==> src/saturn_bus_params.svh <==
`ifndef SATURN_BUS_PARAMS_SVH
`define SATURN_BUS_PARAMS_SVH

// bus data width, one nibble per bus cycle
`define SATURN_NIBBLE_W 4

// address nibbles sent after a pointer load command
`define SATURN_ADDR_NIBBLES 5

// full nibble address
`define SATURN_ADDR_W 20

// clocks per bus cycle
`define SATURN_PHASES 4

// bus cycles with bus reset held high after core reset
`define SATURN_STARTUP_CYCLES 2

// command nibble codes
// read nibbles at the PC pointer
`define SATURN_CMD_PC_READ 0
// write nibbles at the DP pointer
`define SATURN_CMD_DP_WRITE 3
// followed by five address nibbles
`define SATURN_CMD_LOAD_PC 4
`define SATURN_CMD_LOAD_DP 5

`endif

==> src/saturn_bus_pkg.sv <==
`include "saturn_bus_params.svh"

package saturn_bus_pkg;

  // one bus nibble
  typedef logic [`SATURN_NIBBLE_W-1:0] nibble_t;

  // nibble address as seen on the bus
  typedef logic [`SATURN_ADDR_W-1:0] addr_t;

  // transfer length minus one, 1 to 16 nibbles
  typedef logic [3:0] xfr_cnt_t;

  // position inside a bus cycle
  typedef logic [$clog2(`SATURN_PHASES)-1:0] phase_t;

  // command nibbles sent with cmd_data low
  typedef enum logic [`SATURN_NIBBLE_W-1:0] {
    CMD_PC_READ  = `SATURN_CMD_PC_READ,
    CMD_DP_WRITE = `SATURN_CMD_DP_WRITE,
    CMD_LOAD_PC  = `SATURN_CMD_LOAD_PC,
    CMD_LOAD_DP  = `SATURN_CMD_LOAD_DP
  } bus_cmd_t;

  typedef enum logic {
    OP_READ  = 1'b0,
    OP_WRITE = 1'b1
  } bus_op_t;

  // what a single bus cycle carries
  typedef enum logic [1:0] {
    SLOT_CMD   = 2'd0,
    SLOT_ADDR  = 2'd1,
    SLOT_WRITE = 2'd2,
    SLOT_READ  = 2'd3
  } slot_kind_t;

  // transfer request from the core
  typedef struct packed {
    bus_op_t  op;
    addr_t    addr;
    xfr_cnt_t cnt;
  } bus_req_t;

  // one bus cycle, nibble unused for reads
  typedef struct packed {
    slot_kind_t kind;
    nibble_t    nibble;
  } bus_slot_t;

  // pins toward the bus
  typedef struct packed {
    logic    bus_reset;
    logic    strobe;
    logic    cmd_data;
    nibble_t data;
  } bus_pins_t;

  // transfer sequencer
  typedef enum logic [2:0] {
    IDLE     = 3'd0,
    LOAD_CMD = 3'd1,
    ADDR     = 3'd2,
    XFR_CMD  = 3'd3,
    XFR      = 3'd4
  } seq_state_t;

endpackage

==> src/saturn_bus_phase.sv <==
`include "saturn_bus_params.svh"

module saturn_bus_phase import saturn_bus_pkg::*; (
  input  logic   i_clk,
  input  logic   cmd_RESET_0,
  output phase_t o_phase,
  output logic   o_bus_up,
  output logic   o_bus_reset
);

  // last clock of a bus cycle
  localparam phase_t LAST_PHASE = phase_t'(`SATURN_PHASES - 1);

  // bus cycles spent in startup so far
  logic [1:0] startup_cnt;

  // free running, 0 on the first clock after reset
  always_ff @(posedge i_clk) begin
    if (cmd_RESET_0) begin
      o_phase <= '0;
    end else begin
      o_phase <= o_phase + phase_t'(1);
    end
  end

  // startup sequencing
  // bus reset held for a fixed number of bus cycles
  always_ff @(posedge i_clk) begin
    if (cmd_RESET_0) begin
      startup_cnt <= '0;
      o_bus_reset <= 1'b1;
      o_bus_up    <= 1'b0;
    end else if (o_bus_reset && (o_phase == LAST_PHASE)) begin
      if (startup_cnt == 2'(`SATURN_STARTUP_CYCLES - 1)) begin
        // release the bus at a bus cycle boundary
        o_bus_reset <= 1'b0;
        o_bus_up    <= 1'b1;
      end else begin
        startup_cnt <= startup_cnt + 2'd1;
      end
    end
  end

  // both flags flip on the same edge
  a_up_excl_reset: assert property (
    @(posedge i_clk) disable iff (cmd_RESET_0)
    !(o_bus_up && o_bus_reset)
  );

endmodule

==> src/saturn_bus_seq.sv <==
`include "saturn_bus_params.svh"

module saturn_bus_seq import saturn_bus_pkg::*; (
  input  logic      i_clk,
  input  logic      cmd_RESET_0,
  input  phase_t    i_phase,
  input  logic      i_bus_up,
  input  bus_req_t  i_req,
  input  logic      i_req_valid,
  output logic      o_req_ready,
  input  nibble_t   i_wr_nibble,
  input  logic      i_wr_valid,
  output logic      o_wr_ready,
  input  logic      i_rd_valid,
  output bus_slot_t o_slot,
  output logic      o_slot_valid
);

  // slots are decided on the last clock of a bus cycle
  localparam phase_t SLOT_PHASE   = phase_t'(`SATURN_PHASES - 1);
  // strobe clock, used to hold off the return to idle
  localparam phase_t STROBE_PHASE = phase_t'(1);
  localparam logic [2:0] LAST_ADDR = 3'(`SATURN_ADDR_NIBBLES - 1);

  seq_state_t state;

  // request held for the whole transfer
  bus_req_t req_q;

  // address nibble index, low nibble first
  logic [2:0] addr_idx;

  // data slots issued so far
  xfr_cnt_t xfr_idx;

  // last data slot issued, waiting for its strobe
  logic xfr_done;

  logic is_read;
  logic slot_phase;
  logic issue;
  bus_slot_t slot;

  assign is_read    = (req_q.op == OP_READ);
  assign slot_phase = (i_phase == SLOT_PHASE);

  // one request in flight, only once the bus is up
  assign o_req_ready = (state == IDLE) && i_bus_up;

  // next slot, at most one per bus cycle
  always_comb begin
    issue       = 1'b0;
    slot.kind   = SLOT_CMD;
    slot.nibble = '0;
    case (state)
      LOAD_CMD: begin
        issue       = slot_phase;
        slot.kind   = SLOT_CMD;
        slot.nibble = is_read ? nibble_t'(CMD_LOAD_PC) : nibble_t'(CMD_LOAD_DP);
      end
      ADDR: begin
        issue       = slot_phase;
        slot.kind   = SLOT_ADDR;
        slot.nibble = req_q.addr[addr_idx*`SATURN_NIBBLE_W +: `SATURN_NIBBLE_W];
      end
      XFR_CMD: begin
        issue       = slot_phase;
        slot.kind   = SLOT_CMD;
        slot.nibble = is_read ? nibble_t'(CMD_PC_READ) : nibble_t'(CMD_DP_WRITE);
      end
      XFR: begin
        if (is_read) begin
          // read register still full, skip this bus cycle
          issue     = slot_phase && !xfr_done && !i_rd_valid;
          slot.kind = SLOT_READ;
        end else begin
          // no write nibble offered, skip this bus cycle
          issue       = slot_phase && !xfr_done && i_wr_valid;
          slot.kind   = SLOT_WRITE;
          slot.nibble = i_wr_nibble;
        end
      end
      default: begin
        issue = 1'b0;
      end
    endcase
  end

  assign o_slot       = slot;
  assign o_slot_valid = issue;

  // write nibble taken in the clock its slot goes out
  assign o_wr_ready = (state == XFR) && !is_read && issue;

  // request payload
  always_ff @(posedge i_clk) begin
    if (o_req_ready && i_req_valid) begin
      req_q <= i_req;
    end
  end

  // transfer FSM
  always_ff @(posedge i_clk) begin
    if (cmd_RESET_0) begin
      state    <= IDLE;
      addr_idx <= '0;
      xfr_idx  <= '0;
      xfr_done <= 1'b0;
    end else begin
      case (state)
        IDLE: begin
          addr_idx <= '0;
          xfr_idx  <= '0;
          xfr_done <= 1'b0;
          if (o_req_ready && i_req_valid) begin
            state <= LOAD_CMD;
          end
        end
        LOAD_CMD: begin
          if (issue) begin
            state <= ADDR;
          end
        end
        ADDR: begin
          if (issue) begin
            addr_idx <= addr_idx + 3'd1;
            if (addr_idx == LAST_ADDR) begin
              state <= XFR_CMD;
            end
          end
        end
        XFR_CMD: begin
          if (issue) begin
            state <= XFR;
          end
        end
        XFR: begin
          if (issue) begin
            xfr_idx <= xfr_idx + xfr_cnt_t'(1);
            if (xfr_idx == req_q.cnt) begin
              xfr_done <= 1'b1;
            end
          end
          // ready only comes back once the last nibble was strobed
          if (xfr_done && (i_phase == STROBE_PHASE)) begin
            state <= IDLE;
          end
        end
        default: begin
          state <= IDLE;
        end
      endcase
    end
  end

  a_slot_in_phase3: assert property (
    @(posedge i_clk) disable iff (cmd_RESET_0)
    o_slot_valid |-> (i_phase == SLOT_PHASE) && i_bus_up
  );

  a_wr_ready_valid: assert property (
    @(posedge i_clk) disable iff (cmd_RESET_0)
    o_wr_ready |-> i_wr_valid
  );

endmodule

==> src/saturn_bus_pins.sv <==
`include "saturn_bus_params.svh"

module saturn_bus_pins import saturn_bus_pkg::*; (
  input  logic      i_clk,
  input  logic      cmd_RESET_0,
  input  phase_t    i_phase,
  input  logic      i_bus_reset,
  input  bus_slot_t i_slot,
  input  logic      i_slot_valid,
  input  nibble_t   i_bus_data,
  output bus_pins_t o_bus,
  output nibble_t   o_rd_nibble,
  output logic      o_rd_valid,
  input  logic      i_rd_ready
);

  localparam phase_t LAST_PHASE = phase_t'(`SATURN_PHASES - 1);

  // a slot was latched for the current bus cycle
  logic slot_act;
  slot_kind_t kind_q;

  // registered pins
  logic    strobe_q;
  logic    cmd_data_q;
  nibble_t data_q;

  always_ff @(posedge i_clk) begin
    if (cmd_RESET_0) begin
      slot_act   <= 1'b0;
      kind_q     <= SLOT_CMD;
      strobe_q   <= 1'b0;
      cmd_data_q <= 1'b1;
      data_q     <= '0;
      o_rd_valid <= 1'b0;
    end else begin
      // core takes the read nibble
      if (o_rd_valid && i_rd_ready) begin
        o_rd_valid <= 1'b0;
      end
      case (i_phase)
        LAST_PHASE: begin
          // latch slot, pins change from phase 0
          slot_act <= i_slot_valid;
          if (i_slot_valid) begin
            kind_q     <= i_slot.kind;
            data_q     <= (i_slot.kind == SLOT_READ) ? nibble_t'(0) : i_slot.nibble;
            cmd_data_q <= (i_slot.kind != SLOT_CMD);
          end
        end
        phase_t'(0): begin
          // strobe during phase 1
          strobe_q <= slot_act;
        end
        phase_t'(1): begin
          strobe_q   <= 1'b0;
          cmd_data_q <= 1'b1;
          // device data sampled at end of the strobe clock
          if (slot_act && (kind_q == SLOT_READ)) begin
            o_rd_valid <= 1'b1;
          end
        end
        default: begin
          strobe_q <= 1'b0;
        end
      endcase
    end
  end

  // read nibble, held until the core takes it
  always_ff @(posedge i_clk) begin
    if ((i_phase == phase_t'(1)) && slot_act && (kind_q == SLOT_READ)) begin
      o_rd_nibble <= i_bus_data;
    end
  end

  assign o_bus.bus_reset = i_bus_reset;
  assign o_bus.strobe    = strobe_q;
  assign o_bus.cmd_data  = cmd_data_q;
  assign o_bus.data      = data_q;

  a_strobe_phase1: assert property (
    @(posedge i_clk) disable iff (cmd_RESET_0)
    o_bus.strobe |-> (i_phase == phase_t'(1))
  );

  // sequencer must hold read slots while the register is full
  a_no_read_overrun: assert property (
    @(posedge i_clk) disable iff (cmd_RESET_0)
    (i_slot_valid && (i_slot.kind == SLOT_READ)) |-> !o_rd_valid
  );

endmodule

==> src/saturn_bus_ctrl.sv <==
module saturn_bus_ctrl import saturn_bus_pkg::*; (
  input  logic      i_clk,
  input  logic      cmd_RESET_0,
  // core request channel
  input  bus_req_t  i_req,
  input  logic      i_req_valid,
  output logic      o_req_ready,
  // write stream from the core
  input  nibble_t   i_wr_nibble,
  input  logic      i_wr_valid,
  output logic      o_wr_ready,
  // read stream to the core
  output nibble_t   o_rd_nibble,
  output logic      o_rd_valid,
  input  logic      i_rd_ready,
  // bus pins
  output bus_pins_t o_bus,
  input  nibble_t   i_bus_data
);

  phase_t    phase;
  logic      bus_up;
  logic      bus_reset;
  bus_slot_t slot;
  logic      slot_valid;
  logic      rd_valid;

  // phase counter and bus startup
  saturn_bus_phase phase0 (
    .i_clk       (i_clk),
    .cmd_RESET_0 (cmd_RESET_0),
    .o_phase     (phase),
    .o_bus_up    (bus_up),
    .o_bus_reset (bus_reset)
  );

  // request sequencing, one slot per bus cycle
  saturn_bus_seq seq0 (
    .i_clk        (i_clk),
    .cmd_RESET_0  (cmd_RESET_0),
    .i_phase      (phase),
    .i_bus_up     (bus_up),
    .i_req        (i_req),
    .i_req_valid  (i_req_valid),
    .o_req_ready  (o_req_ready),
    .i_wr_nibble  (i_wr_nibble),
    .i_wr_valid   (i_wr_valid),
    .o_wr_ready   (o_wr_ready),
    .i_rd_valid   (rd_valid),
    .o_slot       (slot),
    .o_slot_valid (slot_valid)
  );

  // pin timing and read capture
  saturn_bus_pins pins0 (
    .i_clk        (i_clk),
    .cmd_RESET_0  (cmd_RESET_0),
    .i_phase      (phase),
    .i_bus_reset  (bus_reset),
    .i_slot       (slot),
    .i_slot_valid (slot_valid),
    .i_bus_data   (i_bus_data),
    .o_bus        (o_bus),
    .o_rd_nibble  (o_rd_nibble),
    .o_rd_valid   (rd_valid),
    .i_rd_ready   (i_rd_ready)
  );

  // read valid also throttles the sequencer
  assign o_rd_valid = rd_valid;

endmodule

==> config.mk <==
export PLATFORM = sky130hd
export DESIGN_NAME = saturn_bus_ctrl
export DESIGN_NICKNAME = d
export VERILOG_FILES = /design/src/saturn_bus_pkg.sv /design/src/saturn_bus_phase.sv /design/src/saturn_bus_seq.sv /design/src/saturn_bus_pins.sv /design/src/saturn_bus_ctrl.sv
export VERILOG_INCLUDE_DIRS = /design/src
export SDC_FILE = /design/constraint.sdc
export NUM_CORES = 1
export LEC_CHECK = 0
export BUFFER_PORTS_ARGS = -buffer_cell sky130_fd_sc_hd__buf_2
export CORE_ASPECT_RATIO = 0.6
export CORE_MARGIN = 4
export CORE_UTILIZATION = 58
export CTS_BUF_LIST = sky130_fd_sc_hd__clkbuf_8 sky130_fd_sc_hd__clkbuf_16
export DETAILED_ROUTE_END_ITERATION = 6
export PLACE_DENSITY = 0.92
export SYNTH_ARGS = -nofsm -noshare
export SYNTH_HDL_FRONTEND = slang
export SYNTH_SLANG_ARGS = --single-unit
==> constraint.sdc <==
create_clock -name i_clk -period 4.6 [get_ports i_clk]
set_input_delay 0.46 -clock i_clk [delete_from_list [all_inputs] [get_ports i_clk]]
set_output_delay 0.46 -clock i_clk [all_outputs]
set_load 0.005 [all_outputs]
Yosys cells after proc, flatten, opt, wreduce, memory -nomap -nowiden
Index checks and enable logic that the tools add are counted.
{ "op_classes": {"n_addsub": 4, "eq_ne": 20, "n_shift": 1, "n_mux": 28, "bitwise": 1, "n_reduce_logical": 30} }
{ "op_table": {"columns": ["operator", "n"], "rows": [
  ["6-bit one-hot mux with 4 select lines", 1],
  ["3-bit 2-to-1 mux", 7],
  ["20-bit by 6-bit indexed part select with 4-bit output", 1],
  ["3-bit one-hot mux with 5 select lines", 1],
  ["1-bit logical AND", 13],
  ["4-bit 2-to-1 mux", 3],
  ["2-bit by 1-bit inequality test with 1-bit output, second input constant", 6],
  ["2-bit AND reduction", 6],
  ["1-bit 2-to-1 mux", 9],
  ["1-bit one-hot mux with 2 select lines", 4],
  ["4-bit one-hot mux with 2 select lines", 1],
  ["2-bit nonzero test", 4],
  ["2-bit equality test, second input constant", 3],
  ["3-bit by 2-bit equality test with 1-bit output, second input constant", 2],
  ["3-bit equality test, second input constant", 2],
  ["2-bit inequality test, second input constant", 3],
  ["3-bit one-hot mux with 2 select lines", 1],
  ["6-bit AND reduction", 1],
  ["2-bit by 1-bit adder with 2-bit output, second input constant", 2],
  ["4-bit by 1-bit adder with 4-bit output, second input constant", 1],
  ["2-bit by 1-bit equality test with 1-bit output, second input constant", 2],
  ["4-bit equality test", 1],
  ["3-bit by 1-bit adder with 3-bit output, second input constant", 1],
  ["3-bit by 1-bit equality test with 1-bit output, second input constant", 1],
  ["7 further kinds", 8]
]} }
{ "word_totals": {"regBits": 56, "input_bits": 38, "out_inout_bits": 14, "elab_cells": 102} }

Logic depth before layout (Yosys ltp)
{ "depth": {"word_depth": 7, "ltp_mapped": 7, "ltp_nobuf": 6} }

By module
A second synthesis with hierarchy kept.
{ "unflattened": {"hier_cells": 219, "hier_area_um2": 2503.7} }
{ "modules_own_cells": {"columns": ["mod", "instances", "cells_each", "area_each_um2", "seq_area_each_um2"], "rows": [
  ["saturn_bus_seq", 1, 143, 1721.7, 970.9],
  ["saturn_bus_pins", 1, 55, 539.3, 320.3],
  ["saturn_bus_phase", 1, 21, 242.7, 120.1]
]} }

Worst setup path after synthesis
Ideal clock, no wire load.
{ "synth_path": {"kind": "reg2reg", "startpoint": "reg seq0.state[1]", "endpoint": "reg seq0.req_q[0] in the netlist's numbering, enable pin", "arrival_ns": 1.634, "required_ns": 4.216, "slack_ns": 2.582, "path_stages_with_launch": 4, "path_buffers": 1, "synth_period_minus_slack_ns": 2.018, "path_cell_list": "dfxtp_1 buf_6 nor3_1 and3_1"} }
{ "synth_via": {"elab_chain_cells": 3} }
{ "synth_lines": {"columns": ["element", "line", "text"], "rows": [
  ["start: declaration", "saturn_bus_seq.sv:25", "seq_state_t state;"],
  ["start signal: assignment", "saturn_bus_seq.sv:105", "state <= IDLE;"],
  ["start signal: assignment", "saturn_bus_seq.sv:116", "state <= LOAD_CMD;"],
  ["start signal: assignment", "saturn_bus_seq.sv:121", "state <= ADDR;"],
  ["3-bit logical NOT", "saturn_bus_seq.sv:48", "assign o_req_ready = (state == IDLE) && i_bus_up;"],
  ["1-bit logical AND", "saturn_bus_seq.sv:48", null],
  ["1-bit logical AND", "saturn_bus_seq.sv:97", "if (o_req_ready && i_req_valid) begin"],
  ["end signal: assignment", "saturn_bus_seq.sv:98", "req_q <= i_req;"],
  ["end: declaration", "saturn_bus_seq.sv:28", "bus_req_t req_q;"]
]} }
No other way between the ends.
A chain may end at the register's enable or synchronous reset.

Final worst setup path
{ "layout_path": {"startpoint": "reg phase0.o_phase[0]", "endpoint": "out o_wr_ready"} }
{ "layout_via": {"elab_chain_cells": 6, "word_cells_on_any_way": 7} }
{ "layout_lines": {"columns": ["element", "line", "text"], "rows": [
  ["start: declaration", "saturn_bus_phase.sv:6", "output phase_t o_phase,"],
  ["start signal: assignment", "saturn_bus_phase.sv:22", "o_phase <= o_phase + phase_t'(1);"],
  ["2-bit equality test (*)", "saturn_bus_seq.sv:45", "assign slot_phase = (i_phase == SLOT_PHASE);"],
  ["1-bit logical AND", "saturn_bus_seq.sv:74, saturn_bus_seq.sv:78", null],
  ["1-bit logical AND (on tied branches)", "saturn_bus_seq.sv:74, saturn_bus_seq.sv:78", null],
  ["1-bit 2-to-1 mux", "saturn_bus_seq.sv:72", "if (is_read) begin"],
  ["1-bit one-hot mux with 2 select lines (*)", "saturn_bus_seq.sv:55", "case (state)"],
  ["1-bit logical AND (*)", "saturn_bus_seq.sv:93", "assign o_wr_ready = (state == XFR) && !is_read && issue;"],
  ["end: declaration", "saturn_bus_ctrl.sv:11", "output logic o_wr_ready,"]
]} }
Every way passes the cells marked *; elsewhere a longest branch is shown, timed or not.

==> results.sh <==
export IMPL_status="finished, final reports clean"
export IMPL_hold_path_end="pins0.o_rd_nibble[1]$_DFFE_PP_"
export IMPL_synthesis_nets=268
export IMPL_postSynthAreaPerCell_um2=11.2
export IMPL_hold_depth=1
export IMPL_drv_cap=0
export IMPL_clockBufferDepth=2
export IMPL_grt_pass1_vias=1688
export IMPL_die_y_um=58.9
export IMPL_root_buffer="clkbuf_8"
export IMPL_path_cells="ha_1 -> nand2b_1 -> nor4_2 -> and2_2 -> buf_2"
export IMPL_rrSetupSlack_ps=2150
export IMPL_insertion_delay_ps=300
export IMPL_cts_resized=0
export IMPL_synthArstFlopShare_pct=0
export IMPL_htreeDepth=2
export IMPL_grt_pass1_wl_mm=8.07
export IMPL_drt_iter0_markers=139
export IMPL_first_pass_iters=4
export IMPL_overflow=0
export IMPL_cp_max_fo=16
export IMPL_vdd_drop_max_uv=178
export IMPL_cp_start_kind="flop"
export IMPL_num_antenna_cells=0
export IMPL_slowest_delay_ps=550
export IMPL_final_common_cell="buf_2"
export IMPL_wl_mm=5.16
export IMPL_track_usage_pct=19.2
export IMPL_worst_slew_pin_slew_ps=1070
export IMPL_areaGrowthSynthToFinish_pct=14.2
export IMPL_initial_core_util_pct=60.4
export IMPL_cts_tree="built"
export IMPL_vias=1870
export IMPL_finalMaxSlewViolations=0
export IMPL_synth_simple_gate_area_share_pct=17.6
export IMPL_setup_tns_ps=0
export IMPL_clock_sinks=56
export IMPL_rsz0062_at_grt="no"
export IMPL_ys_seq_area_share_pct=56.4
export IMPL_crit_type="flop to output pin"
export IMPL_hold_start="i_bus_data[1]"
export IMPL_finalHoldViolations=0
export IMPL_dieArea_um2=5470
export IMPL_vias_per_cell=5.68
export IMPL_gp_congestion=0.857
export IMPL_antenna_found_initial=0
export IMPL_leakagePower_nw=1.10
export IMPL_powerDensity_nw_per_um2=294
export IMPL_post_synth_fa_ha_maj_area_fraction_pct=3.50
export IMPL_synth_edff_count=29
export IMPL_row_count=18
export IMPL_port_buffers=51
export IMPL_io_pins=52
export IMPL_p_total_mw=0.842
export IMPL_drive_above_1_share_pct=26.8
export IMPL_ant_nets=0
export IMPL_yosys_warnings=0
export IMPL_period_needed_ps=2620
export IMPL_skew_ps=12.8
export IMPL_synth_compound_area_share_pct=13.8
export IMPL_slew_headroom_pct=28.7
export IMPL_fin_crit_sh_pct=56.9
export IMPL_max_freq_mhz=382
export IMPL_slowest_stage="ha_1"
export IMPL_synth_ff_type="edfxtp_1"
export IMPL_cts_clk_slew_worst_paths_ps=100
export IMPL_final_cell_mix="buf_2 (51), edfxtp_1 (29), dfxtp_1 (27), nor2_1 (20), nand2_1 (14)"
export IMPL_layout_nets=313
export IMPL_synth_area_um2=2500
export IMPL_synthDistinctLibCells=53
export IMPL_cts_setup_buffers=0
export IMPL_post_drt_wl_per_cell_um=15.7
export IMPL_numCtsBuffers=5
export IMPL_cts_hold_fix_buffers=0
export IMPL_muxShareOfSynthArea_pct=1.80
export IMPL_ys_ff_latch=56
export IMPL_place_hpwl_mm=3.77
export IMPL_synth_cells=223
export IMPL_required_ps=4140
export IMPL_crit_arrival_ps=2160
export IMPL_die_width_um=92.8
export IMPL_worstHoldPathType="primary input to flop"
export IMPL_reg2reg_to="seq0.req_q[2]$_DFFE_PP_"
export IMPL_r2r_start="seq0.state[0]$_SDFFE_PP0P_"
export IMPL_drc=0
export IMPL_reg2reg_depth=2
export IMPL_synth_top_family_by_area="simple AND/OR/NAND/NOR gates"
export IMPL_crit_path_end_kind="output pin"
export IMPL_setup_viol=0
export IMPL_synth_xor_area_share_pct=2.45
export IMPL_coreArea_um2=4140
export IMPL_grt_max_degree=31
[registers in the layout (all words and copies together) (netlist names)]
register and count:
seq0.req_q 25, pins0.o_rd_valid 1, seq0.addr_idx 3, seq0.state 3
pins0.data_q 4, seq0.xfr_idx 4, pins0.strobe_q 1, pins0.cmd_data_q 1
seq0.xfr_done 1, pins0.o_rd_nibble 4, pins0.kind_q 2, phase0.startup_cnt 2
phase0.o_phase 2, pins0.slot_act 1, phase0.o_bus_reset 1, phase0.o_bus_up 1
[cells by family after synthesis]
family / after synthesis
AOI/OAI and AO/OA: 46
xor gates and xnor gates: 7
adders and majority gates: 7
buffers and inverters: 24
DFF: 56
muxes: 4
and+or+nand+nor: 79
[cell usage after synthesis (all sizes together) (2+ instances only)]
cell / count / share of area (%)
mux2: 4 / 1.8
a31oi: 2 / 0.50
a311oi: 2 / 0.70
clkbuf: 7 / 1.0
nand2b: 11 / 2.7
xor2: 5 / 1.7
ha: 7 / 3.5
o221ai: 7 / 2.4
and2: 3 / 0.85
nor2b: 8 / 2.4
a21oi: 13 / 2.6
nor2: 20 / 3.0
or3: 3 / 0.75
o31ai: 3 / 0.90
edfxtp: 29 / 35
buf: 6 / 1.7
o31a: 2 / 0.70
o211ai: 2 / 0.60
nand2: 14 / 2.1
nand3: 4 / 0.80
xnor2: 2 / 0.70
inv: 11 / 1.6
dfxtp: 27 / 22
o311ai: 2 / 0.70
a22oi: 2 / 0.60
nor3: 5 / 1.0
nor4: 2 / 0.75
[cell type report]
type | instances | area [µm²]
Inverter | 11 | 41.3
Clock inverter | 2 | 12.5
Clock buffer | 6 | 82.6
Multi-Input combinational cell | 143 | 981
Tap cell | 60 | 75.1
Timing Repair Buffer | 51 | 255
Fill cell | 317 | 1280
Sequential cell | 56 | 1410
[how the worst max path moves through the flow]
stage,endpoint,from,depth (start not counted)
after floorplan,seq0.req_q[0]$_DFFE_PP_,seq0.state[1]$_SDFFE_PP0P_,3
after global placement,seq0.req_q[7]$_DFFE_PP_,seq0.state[0]$_SDFFE_PP0P_,2
after detailed placement,seq0.req_q[23]$_DFFE_PP_,seq0.state[0]$_SDFFE_PP0P_,2
after CTS,o_wr_ready,phase0.o_phase[0]$_SDFF_PP0_,5
after global routing,o_wr_ready,phase0.o_phase[0]$_SDFF_PP0_,5
final,o_wr_ready,phase0.o_phase[0]$_SDFF_PP0_,5
[critical path, delay by kind of cell (launching register included)]
family / cells / cell delay, ps
adder cells (fa/ha/maj): 1 / 550
buffers and inverters: 1 / 100
AND/OR/NAND/NOR: 3 / 800
flip-flops: 1 / 400
[report_power, final]
group	total, mW	internal [mW]	switching (mW)	leakage [nW]
clock network	0.273	0.122	0.152	0.0526
registers	0.530	0.528	0.00256	0.479
logic	0.0380	0.0184	0.0196	0.565
[layer usage]
metal | track usage (%) | wire, µm
met1 | 27.2 | 2330
met2 | 28.6 | 2210
met3 | 6.26 | 553
met4 | 5.22 | 52
met5 | 0 | 0
[per-stage QoR]
stage | cells | setup WS [ps] | util, % | cell area, µm² | hold WS [ps]
4_1_cts | 329 | 2020 | 69.0 | 2860 | 320
3_3_place_gp | 321 | 2260 | 66.7 | 2760 | 447
2_1_floorplan | 223 | 2580 | - | 2500 | 433
5_1_grt | 329 | 1830 | 69.0 | 2860 | 308
6_report | 329 | 1980 | 69.0 | 2860 | 323
3_5_place_dp | 321 | 2140 | 66.7 | 2760 | 457
(Power assumes the default switching activity.)
